--- config.mk ---
export PLATFORM = sky130hd
export DESIGN_NAME = frontend_top
export DESIGN_NICKNAME = d
export VERILOG_FILES = /design/src/source/fetch_pkg.sv /design/src/source/fetch_ifs.sv /design/src/source/axi_fetch.sv /design/src/source/branch_predictor.sv /design/src/source/fetch_queue.sv /design/src/source/frontend_top.sv /design/src/source/pc_gen.sv
export SDC_FILE = /design/constraint.sdc
export NUM_CORES = 1
export LEC_CHECK = 0
export ABC_AREA = 1
export BUFFER_PORTS_ARGS = -buffer_cell sky130_fd_sc_hd__buf_2
export CAP_MARGIN = 20
export CORE_ASPECT_RATIO = 1.4
export CORE_MARGIN = 2
export CORE_UTILIZATION = 51
export CTS_BUF_LIST = sky130_fd_sc_hd__clkbuf_8
export CTS_CLUSTER_DIAMETER = 50
export CTS_CLUSTER_SIZE = 24
export DETAILED_ROUTE_END_ITERATION = 8
export PLACE_DENSITY = 0.76
export SETUP_SLACK_MARGIN = 0.1
export SLEW_MARGIN = 20
export SYNTH_ARGS = -nofsm -noshare
export SYNTH_HDL_FRONTEND = slang
export SYNTH_HIERARCHICAL = 1
export SYNTH_SLANG_ARGS = --single-unit
--- constraint.sdc ---
create_clock -name clk -period 17.92 [get_ports clk]
set_input_delay 4.48 -clock clk [delete_from_list [all_inputs] [get_ports clk]]
set_output_delay 4.48 -clock clk [all_outputs]
set_load 0.02 [all_outputs]
--- src/source/fetch_pkg.sv ---
package fetch_pkg;

    typedef logic [31:0] addr_t;   // byte address
    typedef logic [31:0] instr_t;

    // one fetch pair as it travels to the decoder
    typedef struct packed {
        addr_t      pc;            // pair base, 8 byte aligned
        instr_t     inst0;
        instr_t     inst1;
        logic [1:0] slot_valid;    // bit 0 is slot 0
        logic       pred_taken;
        addr_t      pred_target;
        logic       pred_slot;     // slot that made the prediction
    } fetch_pair_t;

    ////////////////////////////////////////
    // AXI4 read channel constants
    ////////////////////////////////////////
    localparam int                  AXI_ID_W       = 4;
    localparam logic [AXI_ID_W-1:0] AXI_FETCH_ID   = '0;
    localparam logic [1:0]          AXI_BURST_INCR = 2'b01;
    localparam logic [2:0]          AXI_SIZE_WORD  = 3'b010;  // 4 bytes per beat
    localparam logic [7:0]          AXI_PAIR_LEN   = 8'd1;    // two beats
    localparam addr_t               PAIR_BYTES     = 32'd8;

    ////////////////////////////////////////
    // BTB address split
    ////////////////////////////////////////
    localparam int BTB_IDX_LSB = 2;    // index starts at the word bits
    localparam int BTB_TAG_W   = 12;   // partial tag above the index

endpackage

--- src/source/fetch_ifs.sv ---
`timescale 1ns/1ps

// IF1 request, pc_gen -> axi_fetch
interface fetch_req_if;
    import fetch_pkg::*;

    logic  valid;
    logic  ready;
    addr_t pc;
    logic  pred_taken;
    addr_t pred_target;
    logic  pred_slot;

    modport src (
        output valid, pc, pred_taken, pred_target, pred_slot,
        input  ready
    );
    modport sink (
        input  valid, pc, pred_taken, pred_target, pred_slot,
        output ready
    );
endinterface

// fetched pair, axi_fetch -> fetch_queue
interface fetch_pair_if;
    import fetch_pkg::*;

    logic        valid;
    logic        ready;
    fetch_pair_t pair;

    modport src (
        output valid, pair,
        input  ready
    );
    modport sink (
        input  valid, pair,
        output ready
    );
endinterface

// branch resolution, single cycle pulse
interface br_update_if;
    import fetch_pkg::*;

    logic  valid;
    addr_t pc;
    addr_t target;
    logic  taken;
    logic  mispredict;

    modport ctrl (input valid, pc, target, taken, mispredict);
    modport btb  (input valid, pc, target, taken);
endinterface

--- src/source/axi_fetch.sv ---
`timescale 1ns/1ps

module axi_fetch (
    input  logic                            clk,
    input  logic                            i_arst_n,
    fetch_req_if.sink                       req,
    fetch_pair_if.src                       pair,
    input  logic                            i_flush,
    // AR channel
    output logic                            o_m_arvalid,
    output fetch_pkg::addr_t                o_m_araddr,
    output logic [7:0]                      o_m_arlen,
    output logic [2:0]                      o_m_arsize,
    output logic [1:0]                      o_m_arburst,
    output logic [fetch_pkg::AXI_ID_W-1:0]  o_m_arid,
    input  logic                            i_m_arready,
    // R channel
    input  logic                            i_m_rvalid,
    input  fetch_pkg::instr_t               i_m_rdata,
    input  logic                            i_m_rlast,
    input  logic [fetch_pkg::AXI_ID_W-1:0]  i_m_rid,
    output logic                            o_m_rready
);
    import fetch_pkg::*;

    typedef enum logic [1:0] {
        S_IDLE,
        S_ADDR,
        S_DATA,
        S_HOLD
    } state_t;

    state_t      state_q;
    logic        drop_q;      // burst belongs to a flushed path
    logic        beat_q;      // 0 = first beat expected
    fetch_pair_t pair_q;

    logic        accept;
    logic        beat_ok;

    assign accept  = req.valid & req.ready;
    assign beat_ok = i_m_rvalid & o_m_rready & (i_m_rid == AXI_FETCH_ID);

    ////////////////////////////////////////
    // fetch FSM
    ////////////////////////////////////////
    always_ff @(posedge clk or negedge i_arst_n) begin
        if (!i_arst_n) begin
            state_q <= S_IDLE;
            drop_q  <= 1'b0;
            beat_q  <= 1'b0;
        end else begin
            case (state_q)
                S_IDLE: begin
                    drop_q <= 1'b0;
                    if (accept) begin
                        state_q <= S_ADDR;
                    end
                end
                S_ADDR: begin
                    if (i_flush) begin
                        drop_q <= 1'b1;   // AR still has to complete
                    end
                    if (i_m_arready) begin
                        state_q <= S_DATA;
                    end
                end
                S_DATA: begin
                    if (i_flush) begin
                        drop_q <= 1'b1;
                    end
                    if (beat_ok) begin
                        beat_q <= ~i_m_rlast;
                        if (i_m_rlast) begin
                            state_q <= (drop_q | i_flush) ? S_IDLE : S_HOLD;
                            drop_q  <= 1'b0;
                        end
                    end
                end
                S_HOLD: begin
                    if (i_flush || pair.ready) begin
                        state_q <= S_IDLE;   // handed over or dropped
                    end
                end
                default: state_q <= S_IDLE;
            endcase
        end
    end

    // request capture and beat collection
    always_ff @(posedge clk) begin
        if (accept) begin
            pair_q.pc          <= {req.pc[31:3], 3'b000};
            pair_q.slot_valid  <= {1'b1, ~req.pc[2]};   // odd word skips slot 0
            pair_q.pred_taken  <= req.pred_taken;
            pair_q.pred_target <= req.pred_target;
            pair_q.pred_slot   <= req.pred_slot;
        end
        if (beat_ok) begin
            if (!beat_q) begin
                pair_q.inst0 <= i_m_rdata;
            end else begin
                pair_q.inst1 <= i_m_rdata;
            end
        end
    end

    assign req.ready   = (state_q == S_IDLE) & ~i_flush;
    assign pair.valid  = (state_q == S_HOLD);
    assign pair.pair   = pair_q;

    assign o_m_arvalid = (state_q == S_ADDR);
    assign o_m_araddr  = pair_q.pc;
    assign o_m_arlen   = AXI_PAIR_LEN;
    assign o_m_arsize  = AXI_SIZE_WORD;
    assign o_m_arburst = AXI_BURST_INCR;
    assign o_m_arid    = AXI_FETCH_ID;
    assign o_m_rready  = (state_q == S_DATA);

endmodule

--- src/source/branch_predictor.sv ---
`timescale 1ns/1ps

module branch_predictor #(
    parameter int BTB_ENTRIES = 16
) (
    input  logic             clk,
    input  logic             i_arst_n,
    br_update_if.btb         br,
    input  fetch_pkg::addr_t i_lookup_pc,
    output logic             o_pred_hit,
    output fetch_pkg::addr_t o_pred_target,
    output logic             o_pred_slot
);
    import fetch_pkg::*;

    localparam int IDX_W = $clog2(BTB_ENTRIES);

    typedef logic [IDX_W-1:0]     idx_t;
    typedef logic [BTB_TAG_W-1:0] tag_t;

    logic [BTB_ENTRIES-1:0] valid_q;
    tag_t                   tag_mem    [BTB_ENTRIES];
    addr_t                  target_mem [BTB_ENTRIES];

    addr_t      slot_pc [2];
    logic [1:0] slot_hit;
    idx_t       upd_idx;
    tag_t       upd_tag;
    logic       upd_match;

    function automatic idx_t pc_idx(addr_t pc);
        return pc[BTB_IDX_LSB +: IDX_W];
    endfunction

    function automatic tag_t pc_tag(addr_t pc);
        return pc[BTB_IDX_LSB + IDX_W +: BTB_TAG_W];
    endfunction

    // lookup both words of the aligned pair
    always_comb begin
        slot_pc[0] = {i_lookup_pc[31:3], 3'b000};
        slot_pc[1] = {i_lookup_pc[31:3], 3'b100};
        for (int s = 0; s < 2; s++) begin
            slot_hit[s] = valid_q[pc_idx(slot_pc[s])] &&
                          (tag_mem[pc_idx(slot_pc[s])] == pc_tag(slot_pc[s]));
        end
        slot_hit[0] = slot_hit[0] & ~i_lookup_pc[2];   // entered at second word
    end

    assign o_pred_hit    = |slot_hit;
    assign o_pred_slot   = ~slot_hit[0];   // first hit wins
    assign o_pred_target = slot_hit[0] ? target_mem[pc_idx(slot_pc[0])]
                                       : target_mem[pc_idx(slot_pc[1])];

    ////////////////////////////////////////
    // update from branch resolution
    ////////////////////////////////////////
    assign upd_idx   = pc_idx(br.pc);
    assign upd_tag   = pc_tag(br.pc);
    assign upd_match = valid_q[upd_idx] && (tag_mem[upd_idx] == upd_tag);

    always_ff @(posedge clk or negedge i_arst_n) begin
        if (!i_arst_n) begin
            valid_q <= '0;
        end else if (br.valid) begin
            if (br.taken) begin
                valid_q[upd_idx] <= 1'b1;
            end else if (upd_match) begin
                valid_q[upd_idx] <= 1'b0;   // not taken, evict own entry only
            end
        end
    end

    always_ff @(posedge clk) begin
        if (br.valid && br.taken) begin
            tag_mem[upd_idx]    <= upd_tag;
            target_mem[upd_idx] <= br.target;
        end
    end

endmodule

--- src/source/fetch_queue.sv ---
`timescale 1ns/1ps

module fetch_queue #(
    parameter int QUEUE_DEPTH = 4
) (
    input  logic              clk,
    input  logic              i_arst_n,
    fetch_pair_if.sink        pair,
    input  logic              i_flush,
    input  logic              i_inst_ready,
    output logic              o_inst_valid,
    output fetch_pkg::addr_t  o_inst_pc,
    output fetch_pkg::instr_t o_inst0,
    output fetch_pkg::instr_t o_inst1,
    output logic [1:0]        o_slot_valid,
    output logic              o_pred_taken,
    output fetch_pkg::addr_t  o_pred_target
);
    import fetch_pkg::*;

    localparam int PTR_W = $clog2(QUEUE_DEPTH);

    fetch_pair_t    mem [QUEUE_DEPTH];
    logic [PTR_W:0] wr_ptr_q;   // extra wrap bit
    logic [PTR_W:0] rd_ptr_q;

    logic        full;
    logic        empty;
    logic        push;
    logic        pop;
    fetch_pair_t head;

    assign empty = (wr_ptr_q == rd_ptr_q);
    assign full  = (wr_ptr_q[PTR_W] != rd_ptr_q[PTR_W]) &&
                   (wr_ptr_q[PTR_W-1:0] == rd_ptr_q[PTR_W-1:0]);
    assign push  = pair.valid & ~full & ~i_flush;
    assign pop   = ~empty & i_inst_ready;

    always_ff @(posedge clk or negedge i_arst_n) begin
        if (!i_arst_n) begin
            wr_ptr_q <= '0;
            rd_ptr_q <= '0;
        end else if (i_flush) begin
            wr_ptr_q <= '0;
            rd_ptr_q <= '0;
        end else begin
            if (push) wr_ptr_q <= wr_ptr_q + 1'b1;
            if (pop)  rd_ptr_q <= rd_ptr_q + 1'b1;
        end
    end

    always_ff @(posedge clk) begin
        if (push) begin
            mem[wr_ptr_q[PTR_W-1:0]] <= pair.pair;
        end
    end

    assign head       = mem[rd_ptr_q[PTR_W-1:0]];
    assign pair.ready = ~full;

    ////////////////////////////////////////
    // decoder port
    ////////////////////////////////////////
    assign o_inst_valid  = ~empty;
    assign o_inst_pc     = head.pc;
    assign o_inst0       = head.inst0;
    assign o_inst1       = head.inst1;
    // slot 1 lies behind a taken slot 0 branch
    assign o_slot_valid  = head.slot_valid & {~(head.pred_taken & ~head.pred_slot), 1'b1};
    assign o_pred_taken  = head.pred_taken;
    assign o_pred_target = head.pred_target;

endmodule

--- src/source/frontend_top.sv ---
`timescale 1ns/1ps

module frontend_top #(
    parameter fetch_pkg::addr_t RESET_PC    = 32'h1c00_0000,
    parameter int               BTB_ENTRIES = 16,
    parameter int               QUEUE_DEPTH = 4
) (
    input  logic                           clk,
    input  logic                           i_arst_n,
    // AXI4 read master
    output logic                           o_m_arvalid,
    output fetch_pkg::addr_t               o_m_araddr,
    output logic [7:0]                     o_m_arlen,
    output logic [2:0]                     o_m_arsize,
    output logic [1:0]                     o_m_arburst,
    output logic [fetch_pkg::AXI_ID_W-1:0] o_m_arid,
    input  logic                           i_m_arready,
    input  logic                           i_m_rvalid,
    input  fetch_pkg::instr_t              i_m_rdata,
    input  logic                           i_m_rlast,
    input  logic [fetch_pkg::AXI_ID_W-1:0] i_m_rid,
    output logic                           o_m_rready,
    // decoder port
    output logic                           o_inst_valid,
    input  logic                           i_inst_ready,
    output fetch_pkg::addr_t               o_inst_pc,
    output fetch_pkg::instr_t              o_inst0,
    output fetch_pkg::instr_t              o_inst1,
    output logic [1:0]                     o_slot_valid,
    output logic                           o_pred_taken,
    output fetch_pkg::addr_t               o_pred_target,
    // branch resolution
    input  logic                           i_br_valid,
    input  fetch_pkg::addr_t               i_br_pc,
    input  fetch_pkg::addr_t               i_br_target,
    input  logic                           i_br_taken,
    input  logic                           i_br_mispredict
);
    import fetch_pkg::*;

    fetch_req_if  u_req_if ();
    fetch_pair_if u_pair_if ();
    br_update_if  u_br_if ();

    addr_t lookup_pc;
    logic  pred_hit;
    addr_t pred_target;
    logic  pred_slot;
    logic  flush;

    assign u_br_if.valid      = i_br_valid;
    assign u_br_if.pc         = i_br_pc;
    assign u_br_if.target     = i_br_target;
    assign u_br_if.taken      = i_br_taken;
    assign u_br_if.mispredict = i_br_mispredict;

    assign flush = i_br_valid & i_br_mispredict;   // redirect from execute

    ////////////////////////////////////////
    // IF1
    ////////////////////////////////////////
    pc_gen #(
        .RESET_PC (RESET_PC)
    ) u_pc_gen (
        .clk           (clk),
        .i_arst_n      (i_arst_n),
        .br            (u_br_if.ctrl),
        .req           (u_req_if.src),
        .i_pred_hit    (pred_hit),
        .i_pred_target (pred_target),
        .i_pred_slot   (pred_slot),
        .o_lookup_pc   (lookup_pc)
    );

    branch_predictor #(
        .BTB_ENTRIES (BTB_ENTRIES)
    ) u_branch_predictor (
        .clk           (clk),
        .i_arst_n      (i_arst_n),
        .br            (u_br_if.btb),
        .i_lookup_pc   (lookup_pc),
        .o_pred_hit    (pred_hit),
        .o_pred_target (pred_target),
        .o_pred_slot   (pred_slot)
    );

    ////////////////////////////////////////
    // IF2 and instruction buffer
    ////////////////////////////////////////
    axi_fetch u_axi_fetch (
        .clk         (clk),
        .i_arst_n    (i_arst_n),
        .req         (u_req_if.sink),
        .pair        (u_pair_if.src),
        .i_flush     (flush),
        .o_m_arvalid (o_m_arvalid),
        .o_m_araddr  (o_m_araddr),
        .o_m_arlen   (o_m_arlen),
        .o_m_arsize  (o_m_arsize),
        .o_m_arburst (o_m_arburst),
        .o_m_arid    (o_m_arid),
        .i_m_arready (i_m_arready),
        .i_m_rvalid  (i_m_rvalid),
        .i_m_rdata   (i_m_rdata),
        .i_m_rlast   (i_m_rlast),
        .i_m_rid     (i_m_rid),
        .o_m_rready  (o_m_rready)
    );

    fetch_queue #(
        .QUEUE_DEPTH (QUEUE_DEPTH)
    ) u_fetch_queue (
        .clk           (clk),
        .i_arst_n      (i_arst_n),
        .pair          (u_pair_if.sink),
        .i_flush       (flush),
        .i_inst_ready  (i_inst_ready),
        .o_inst_valid  (o_inst_valid),
        .o_inst_pc     (o_inst_pc),
        .o_inst0       (o_inst0),
        .o_inst1       (o_inst1),
        .o_slot_valid  (o_slot_valid),
        .o_pred_taken  (o_pred_taken),
        .o_pred_target (o_pred_target)
    );

endmodule

--- src/source/pc_gen.sv ---
`timescale 1ns/1ps

module pc_gen #(
    parameter fetch_pkg::addr_t RESET_PC = 32'h1c00_0000
) (
    input  logic             clk,
    input  logic             i_arst_n,
    br_update_if.ctrl        br,
    fetch_req_if.src         req,
    input  logic             i_pred_hit,
    input  fetch_pkg::addr_t i_pred_target,
    input  logic             i_pred_slot,
    output fetch_pkg::addr_t o_lookup_pc
);
    import fetch_pkg::*;

    addr_t pc_q;
    logic  req_valid_q;
    logic  hold_q;          // request stalled last cycle
    logic  hold_hit_q;
    addr_t hold_target_q;
    logic  hold_slot_q;

    logic  flush;
    logic  fire;
    addr_t redirect_pc;
    addr_t seq_pc;
    logic  pred_hit;
    addr_t pred_target;
    logic  pred_slot;

    assign flush       = br.valid & br.mispredict;
    assign fire        = req.valid & req.ready;
    assign redirect_pc = br.taken ? br.target : br.pc + 32'd4;
    assign seq_pc      = {pc_q[31:3], 3'b000} + PAIR_BYTES;

    // keep the prediction frozen while the request waits,
    // a BTB write must not change a pending payload
    assign pred_hit    = hold_q ? hold_hit_q    : i_pred_hit;
    assign pred_target = hold_q ? hold_target_q : i_pred_target;
    assign pred_slot   = hold_q ? hold_slot_q   : i_pred_slot;

    ////////////////////////////////////////
    // IF1 PC register
    ////////////////////////////////////////
    always_ff @(posedge clk or negedge i_arst_n) begin
        if (!i_arst_n) begin
            pc_q        <= RESET_PC;
            req_valid_q <= 1'b0;
            hold_q      <= 1'b0;
        end else begin
            req_valid_q <= 1'b1;
            hold_q      <= req_valid_q & ~req.ready & ~flush;
            if (flush) begin
                pc_q <= redirect_pc;
            end else if (fire) begin
                pc_q <= pred_hit ? pred_target : seq_pc;
            end
        end
    end

    always_ff @(posedge clk) begin
        hold_hit_q    <= pred_hit;
        hold_target_q <= pred_target;
        hold_slot_q   <= pred_slot;
    end

    assign req.valid       = req_valid_q;
    assign req.pc          = pc_q;
    assign req.pred_taken  = pred_hit;
    assign req.pred_target = pred_target;
    assign req.pred_slot   = pred_slot;
    assign o_lookup_pc     = pc_q;

endmodule

After elaboration in Yosys (flattened, before gate mapping)
Memories as Yosys holds them, arrays and structs flattened.
Index checks and enable logic that the tools add are counted.
{"block": "word_totals", "input_bits": 109, "reg_bits": 222, "word_cells": 128, "memories": 3, "mem_bits_rw": 1216, "output_inout_bits": 183}
{"block": "op_classes", "bitwise_logic": 27, "reduce_logical": 20, "n_lt_le_gt_ge": 4, "eq_ne": 14, "n_addsub": 4, "muxes": 37}
{"memory": "u_branch_predictor.target_mem", "words": 16, "width": 32, "rd": 2, "rd_clocked_by_memory_dff": 0, "write_ports": 1, "line": "branch_predictor.sv:23", "text": "addr_t target_mem [BTB_ENTRIES];"}
{"memory": "u_fetch_queue.mem", "words": 4, "width": 128, "rd": 1, "rd_clocked_by_memory_dff": 0, "write_ports": 1, "line": "fetch_queue.sv:23", "text": "fetch_pair_t mem [QUEUE_DEPTH];"}
{"memory": "u_branch_predictor.tag_mem", "words": 16, "width": 12, "rd": 3, "rd_clocked_by_memory_dff": 0, "write_ports": 1, "line": "branch_predictor.sv:22", "text": "tag_t tag_mem [BTB_ENTRIES];"}
{"cell": "$mux 32", "count": 6}
{"cell": "$eq 12x12->1", "count": 3}
{"cell": "$add 32x3->32 const B", "count": 1}
{"cell": "$add 32x4->32 const B", "count": 1}
{"cell": "$mux 16", "count": 2}
{"cell": "$and 16x16->16", "count": 1}
{"cell": "$not 16->16", "count": 1}
{"cell": "$or 16x16->16", "count": 1}
{"cell": "$lt 4x5->1 const B", "count": 3}
{"cell": "$mux 1", "count": 13}
{"cell": "$and 1x1->1", "count": 12}
{"cell": "$mux 2", "count": 6}
{"cell": "$mux 3", "count": 4}
{"cell": "$not 1->1", "count": 10}
{"cell": "$pmux 2 s4", "count": 1}
{"cell": "$reduce_and 2->1", "count": 4}
{"cell": "$reduce_bool 2->1", "count": 4}
{"cell": "$add 3x1->3 const B", "count": 2}
{"cell": "$bmux 1 s3", "count": 2}
{"cell": "$logic_and 1x1->1", "count": 6}
{"cell": "$ne 2x2->1 const B", "count": 3}
{"cell": "$reduce_and 5->1", "count": 1}
{"cell": "$bmux 1 s4", "count": 1}
{"cell": "$demux 1 s4", "count": 1}
{"cell": "15 further kinds", "count": 17}

Depth between registers and ports, before layout
Gate-level depths: netlist (run 1).
{"block": "depth", "ltp_word": 9, "ltp_mapped": 27, "mapped_depth_nobuf": 23}

By module
The synthesis (run 1) kept the hierarchy.
{"mod": "branch_predictor", "n_inst": 1, "cells_per_inst": 2855, "seq_area_each_um2": 21540.7, "area_each_um2": 31647.9}
{"mod": "fetch_queue", "n_inst": 1, "cells_per_inst": 1348, "seq_area_each_um2": 16005.4, "area_each_um2": 19915.4}
{"mod": "pc_gen", "n_inst": 1, "cells_per_inst": 877, "seq_area_each_um2": 1535.2, "area_each_um2": 5256.3}
{"mod": "axi_fetch", "n_inst": 1, "cells_per_inst": 239, "seq_area_each_um2": 3943.8, "area_each_um2": 4664.5}
{"mod": "frontend_top", "n_inst": 1, "cells_per_inst": 2, "seq_area_each_um2": 0.0, "area_each_um2": 7.5}

Worst setup path after synthesis (run 1)
OpenSTA, ideal clock, no wires.
{"block": "synth_path", "path_type": "input to register", "startpoint": "input i_br_valid", "endpoint": "memory u_fetch_queue/mem[0][0] in the netlist's numbering (enable)", "setup_ns": 0.625, "setup_slack_ns": 6.974, "arrival_ns": 10.321, "stages": 5, "path_buffers": 0, "required_time_ns": 17.295, "path_cell_list": "nand2_1 > inv_1 > inv_1 > nand3_1 > nor2_1"}
{"block": "synth_via", "elab_chain_cells": 5}
{"element": "from (decl)", "line": "frontend_top.sv:33", "text": "input logic i_br_valid,"}
{"element": "$and 1x1->1", "line": "frontend_top.sv:57", "text": "assign flush = i_br_valid & i_br_mispredict;"}
{"element": "via flush", "line": "frontend_top.sv:49", "text": "logic flush;"}
{"element": "$not 1->1", "line": "fetch_queue.sv:36", "text": "assign push = pair.valid & ~full & ~i_flush;"}
{"element": "$and 1x1->1", "line": "fetch_queue.sv:36"}
{"element": "$mux 1", "line": "fetch_queue.sv:53", "text": "if (push) begin"}
{"element": "$mux 1 (not written as such)", "line": "fetch_queue.sv:54", "text": "mem[wr_ptr_q[PTR_W-1:0]] <= pair.pair;"}
{"element": "to (decl)", "line": "fetch_queue.sv:23"}
The timed path passes the listed nets, and every way through them passes these cells.

Worst setup path in the final report (run 1)
{"block": "layout_path", "startpoint": "register u_fetch_queue.rd_ptr_q[0]", "endpoint": "output o_pred_target[9]"}
{"block": "layout_via", "elab_chain_cells": 1}
{"element": "from (decl)", "line": "fetch_queue.sv:25", "text": "logic [PTR_W:0] rd_ptr_q;"}
{"element": "from (signal assigned)", "line": "fetch_queue.sv:48", "text": "if (pop) rd_ptr_q <= rd_ptr_q + 1'b1;"}
{"element": "$mem_v2 4x128"}
{"element": "to (decl)", "line": "frontend_top.sv:31", "text": "output fetch_pkg::addr_t o_pred_target,"}
Every way passes these cells.

==> run metrics, run 1 <==
Tightest Pin Transition=1.076 ns; synth warn=6; synthesized instance count=5,305; Clock Power Share=21.1%; Clock Latency Late Sink=0.88 ns; Crit Path Class=reg2out; total CTS buffers=108; share of layout cells above drive strength 1=12.76%; nature of the critical path startpoint=register; placed wire-length estimate=93,620 um; clock root buffer=clkbuf_8; H-Tree Depth=3; dpl cell area=63,310 sq um; # rows=150; die footprint=123,200 sq um; post_cts resized=0; Initial Utilization=51.42%; Slew Limit Fails=0; cell-internal power=0.005716 W; Max-slew headroom=28.17%; DRT Wirelength=160,000 um; # setup viols final=0; fin util=55.31%; Vias=41,500; fin crit share=47.38%; Syn Std Cell Area=61,370 sq um; VDD IR max=121.9 uV; Final Net Count=5,514; WL per Instance=22.57 um; Final Skew=0.05499 ns; syn_area_per_cell=11.57 sq um; RD Place Congestion=0.9153; Clock Pin Slew Worst Setup and Hold Paths=0.12 ns; CTS tree=built; crit-path max FO=92; pin count of the biggest net entering global routing=186; RSZ-0062 raised after global routing=no; Total GRT Usage=25.42%; max cap viols=0; postcts setup bufs=0; critical path endpoint category=primary output; Hold WC Path Type=reg2reg; sw power=0.003778 W; combinational group share of total power=34.4%; reg2reg setup slack=12.06 ns; clock sinks=1,452; hold_buf cts=0; Flop pwr share=44.5%; Pre-antenna DRT Iters=6; initial antenna violation count=22; crit path DAT=4.01 ns; CTS max path bufs=3; vias in the first global route=39,210; total power divided by cell area=143.8 nW/um^2; sw frac=39.79%; final non-filler cell area=66,010 sq um; WP data required=13.44 ns; drt drc=0; global route total overflow=0; initial drt markers=4,948; IO Port Bufs=269; Horiz. Die Dim=297.2 um; outcome=completed; area growth from synthesis to layout=7.561%; core area=119,400 sq um; Final TNS setup=0 ns; fin crit period=8.490 ns; Die Y=414.5 um; vias per cell=5.855; fmax=0.1178 GHz; Final Hold Fails=0; Boundary Pins=292; first-pass GRT wire length=238,100 um; Routed Antenna Nets=0; leak pwr=23.88 nW
-- metrics by stage --
stage | worst slack (ns) | cells | hold slack [ns] | total power [W]
final | 9.430 | 7088 | 0.4638 | 0.009494
after floorplan | 6.974 | 5327 | 0.4184 | 0.006475
after global placement | 9.271 | 6878 | 0.4346 | 0.007437
after detailed placement | 9.228 | 6878 | 0.4378 | 0.007523
after global routing | 9.169 | 7084 | 0.4857 | 0.009952
after CTS | 9.297 | 7081 | 0.4674 | 0.009488
-- final timing paths --
check | cells past startpoint | endpoint | from
worst max-delay path | 5 | o_pred_target[9] | u_fetch_queue/rd_ptr_q[0]
worst min-delay path | 2 | u_pc_gen/hold_target_q[1] | u_pc_gen/hold_target_q[1]
worst max register to register | 21 | u_pc_gen/o_lookup_pc[23] | u_pc_gen/o_lookup_pc[3]
worst min register to register | 2 | u_pc_gen/hold_target_q[1] | u_pc_gen/hold_target_q[1]
max in group asynchronous | 2 | u_fetch_queue/rd_ptr_q[1] | i_arst_n
min in group asynchronous | 2 | asynchronous set/reset pin | i_arst_n
-- registers in the layout, summed over array words and instances (netlist names), named ones only --
name,cells
u_axi_fetch/pair.pair,99
u_branch_predictor/target_mem,512
u_pc_gen/req.valid,1
u_fetch_queue/wr_ptr_q,3
u_fetch_queue/mem,528
u_pc_gen/hold_slot_q,1
u_axi_fetch/drop_q,1
u_axi_fetch/beat_q,1
u_pc_gen/hold_q,1
u_fetch_queue/rd_ptr_q,3
u_axi_fetch/o_m_araddr,29
u_pc_gen/hold_target_q,32
u_branch_predictor/tag_mem,192
u_pc_gen/hold_hit_q,1
u_pc_gen/o_lookup_pc,30
u_axi_fetch/state_q,2
-- power groups by stage --
| stage | clock (W) | combinational [W] | sequential [W] |
|---|---|---|---|
| 2_1_floorplan | 0 | 0.00226 | 0.00421 |
| 3_3_place_gp | 0 | 0.00315 | 0.00429 |
| 3_5_place_dp | 0 | 0.00322 | 0.00430 |
| 4_1_cts | 0.00203 | 0.00323 | 0.00422 |
| 5_1_grt | 0.00215 | 0.00355 | 0.00425 |
| 6_report | 0.00200 | 0.00327 | 0.00422 |
-- routing by layer --
| metal | share of wire (%) | track usage [%] | up-vias |
|---|---|---|---|
| met5 | 0.12 | 0 | - |
| li1 | - | - | 18760 |
| met2 | 48 | 41.79 | 2184 |
| met1 | 37 | 32.37 | 20080 |
| met3 | 9.6 | 4.772 | 457 |
| met4 | 5.2 | 12.82 | 30 |
-- area by class of cell --
type | count | area [sq um]
tap | 1596 | 1997
sequential | 1452 | 42990
multi-input combinational | 3245 | 15460
timing repair buffer | 338 | 1902
clock inverter | 93 | 1177
antenna | 7 | 17.52
fill | 9710 | 53350
inverter | 247 | 949.7
clock buffer | 110 | 1514
-- layout by cell type (no fill, tap or decap), drive strengths merged, types with 13 or more instances in the layout --
| cell | count |
|---|---|
| ha | 13 |
| nand3b | 39 |
| nand3 | 122 |
| a21oi | 322 |
| clkbuf | 110 |
| or2 | 81 |
| xor2 | 18 |
| edfxtp | 1360 |
| nand2 | 1222 |
| o22ai | 138 |
| dfrtp | 55 |
| a221oi | 128 |
| o21ai | 471 |
| buf | 338 |
| conb | 25 |
| dfxtp | 34 |
| inv | 292 |
| o211ai | 25 |
| clkinv | 37 |
| nor2 | 573 |
| nand4 | 13 |
-- worst max-delay path: stages (launching register included) --
cell     delay, ns
dfrtp_4       0.70
inv_6         0.52
buf_4         0.83
o21ai_0       0.17
o22ai_1       0.56
buf_2         0.29
(Power assumes the default switching activity.)
==> run 2, diff against run 1 <==
ABC_AREA = 0   (was 1)
PLACE_DENSITY = 0.79   (was 0.76)
clock period = 6.8 ns   (was 17.92 ns; I/O delays follow)
==> run 2 against run 1 <==
Compared with the run above:
- sequential cell count is the same
- setup slack got worse by 7.7 ns
- area after synthesis fell by 4.5%
- clock skew decreased by 0.0079 ns
- power increased by 130%
- first-iteration DRC count decreased by 35%
- synthesized cell count shrank 43%
- die area fell by 4.4%
- count of clock-buffer cells in the layout down 10
- global-route usage fell by 2.8 points
- non-clock buffer count is 7 lower
==> run metrics, run 2 <==
# rows=147 (was 150); fin crit share=74.35%; crit path DAT=5.74 ns (was 4.01 ns); RSZ-0062 raised after global routing=no (unchanged); CTS max path bufs=3 (unchanged); initial drt markers=3,235 (was 4,948); Inst Count DP=4,602 (was 6,878); cell-internal power=0.01486 W (was 0.005716 W); crit-path max FO=96 (was 92); DRT Wirelength=134,500 um (was 160,000 um); worst path buffer plus inverter count=2 (was 3); Max-slew headroom=24.96% (was 28.17%); RD Place Congestion=0.9136 (was 0.9153); total power divided by cell area=347.1 nW/um^2 (was 143.8 nW/um^2); core area=114,400 sq um (was 119,400 sq um); dpl ws=1.612 ns (was 9.228 ns); Total GRT Usage=22.67% (was 25.42%); synthesized instance count=3,005 (was 5,305); global route total overflow=0 (unchanged); clock sinks=1,452 (unchanged); IO Port Bufs=269 (unchanged); critical path endpoint category=register (was primary output); CTS tree=built (unchanged); clock root buffer=clkbuf_8 (unchanged); VDD IR max=313.1 uV (was 121.9 uV); most common cell after layout, fill and taps aside=edfxtp_1 (unchanged); postcts setup bufs=0 (unchanged); vias in the first global route=29,570 (was 39,210); Clock Latency Late Sink=0.83 ns (was 0.88 ns); sw frac=32.70% (was 39.79%); nature of the critical path startpoint=register (unchanged); Syn Std Cell Area=58,630 sq um (was 61,370 sq um); max reg flops=528 (unchanged); fmax=0.1978 GHz; initial antenna violation count=28 (was 22); outcome=completed (unchanged); Tightest Pin Transition=1.123 ns (was 1.076 ns); Final Skew=0.04707 ns (was 0.05499 ns); Final Hold Fails=0 (unchanged); post_cts resized=0 (unchanged); area growth from synthesis to layout=8.523% (was 7.561%); hold depth=0 (was 2); placed wire-length estimate=84,140 um (was 93,620 um); sw power=0.007221 W (was 0.003778 W); leak pwr=20.54 nW (was 23.88 nW); Die Y=405.2 um (was 414.5 um); hold_buf cts=0 (unchanged); syn_area_per_cell=19.51 sq um (was 11.57 sq um); CP cell instances=buf_4, mux4_2, mux2i_1, xor2_1, nand4_1, nor4_4, buf_12, a21o_1, nand3_1, mux2_2, a21oi_1, o22ai_1, a21o_1, o2bb2ai_1 (was inv_6, buf_4, o21ai_0, o22ai_1, buf_2); Flop pwr share=50.9% (was 44.5%); Pre-antenna DRT Iters=6 (unchanged); WP data required=7.48 ns (was 13.44 ns); combinational group share of total power=27.3% (was 34.4%); most used routing layer=met2 (unchanged); Final TNS setup=0 ns (unchanged); Final Non-Filler Cells=4,794 (was 7,088); drt drc=0 (unchanged); total CTS buffers=98 (was 108); final non-filler cell area=63,630 sq um (was 66,010 sq um); vias per cell=6.187 (was 5.855); Boundary Pins=292 (unchanged); H-Tree Depth=3 (unchanged); fin util=55.62% (was 55.31%); Worst path slowest cell=dfrtp_4 (was buf_4); Final Net Count=3,334 (was 5,514); worst reg2reg path depth=14 (was 21); dpl cell area=61,280 sq um (was 63,310 sq um); fin crit period=5.056 ns; # setup viols final=0 (unchanged); Horiz. Die Dim=290.6 um (was 297.2 um); Routed Antenna Nets=0 (unchanged); Clock Pin Slew Worst Setup and Hold Paths=0.14 ns (was 0.12 ns); Hold WC Path Type=reg2reg (unchanged); die footprint=117,700 sq um (was 123,200 sq um); final setup slack of the worst path=1.744 ns (was 9.430 ns); synth warn=6 (unchanged); Slew Limit Fails=0 (unchanged); Vias=29,660 (was 41,500); max cap viols=0 (unchanged); most used cell along the critical path=a21o_1; first-pass GRT wire length=195,700 um (was 238,100 um); commonest cells after routing, fill and taps aside=edfxtp_1, mux4_2, buf_2 (was edfxtp_1, nand2_1, nor2_1); M2 GR Usage=38.13% (was 41.79%); pin count of the biggest net entering global routing=110 (was 186); met3 Usage GRT=4.997% (was 4.772%); share of layout cells above drive strength 1=28.52% (was 12.76%); CP max stage delay=1.08 ns (was 0.83 ns); largest delay contributor family on the critical path=multiplexers (was buffers and inverters); Worst path depth=14 (was 5); WL per Instance=28.05 um (was 22.57 um); met1 GRT Util=28.71% (was 32.37%); Initial Utilization=51.25% (was 51.42%); Clock Power Share=21.8% (was 21.1%); Crit Path Class=reg2reg (was reg2out)
## run 2: cell types whose count changed in the layout (fill, tap and decap cells not counted), sizes merged, moves of 40 or more
cell / change
inv: -225
nand2: -1140
nand2b: +40
o22ai: -129
or2: -81
mux4: +356
mux2i: +65
o21ai: -441
a221oi: -123
nor2: -496
a21oi: -265
## run 2: stage by stage
stage | total power (W) | hold WS (ns)
6_report | 0.02209 | 0.4885
2_1_floorplan | 0.01559 | 0.4461
5_1_grt | 0.02294 | 0.5103
3_3_place_gp | 0.01743 | 0.4549
3_5_place_dp | 0.01753 | 0.4596
4_1_cts | 0.02227 | 0.4923
## run 2: routing by layer
metal / up-vias / part of all wire [%]
li1: 12560 / -
met1: 15350 / 37
met2: 1415 / 50
met3: 293 / 8.7
met4: 36 / 3.8
met5: - / 0.18
## run 2: final cells by class
class	instances	area (sq um)
clock inverters	80	933.4
repair buffers	331	1914
well taps	1490	1864
diodes	12	30.03
clock buffers	100	1376
flip-flops and latches	1452	43000
multi-input cells	1305	14420
inverters	24	90.09
fillers	8461	50770
## run 2: power groups by stage
stage | logic [W] | registers (W) | clock network [W]
6_report | 0.00604 | 0.0112 | 0.00481
5_1_grt | 0.00638 | 0.0113 | 0.00524
3_3_place_gp | 0.00602 | 0.0114 | 0
4_1_cts | 0.00609 | 0.0113 | 0.00492
3_5_place_dp | 0.00607 | 0.0115 | 0
2_1_floorplan | 0.00450 | 0.0111 | 0
## run 2: path summary, 6_finish.rpt
path	startpoint	endpoint	slack, ns
max in group asynchronous	i_arst_n	u_pc_gen/o_lookup_pc[5]	5.09
max reg2reg	u_pc_gen/o_lookup_pc[3]	u_pc_gen/o_lookup_pc[24]	1.74
min reg2reg	u_axi_fetch/pair.pair[79]	u_fetch_queue/mem[3][79]	0.49
max	u_pc_gen/o_lookup_pc[3]	u_pc_gen/o_lookup_pc[24]	1.74
min in group asynchronous	i_arst_n	u_fetch_queue/rd_ptr_q[1]	1.04
min	u_axi_fetch/pair.pair[79]	u_fetch_queue/mem[3][79]	0.49
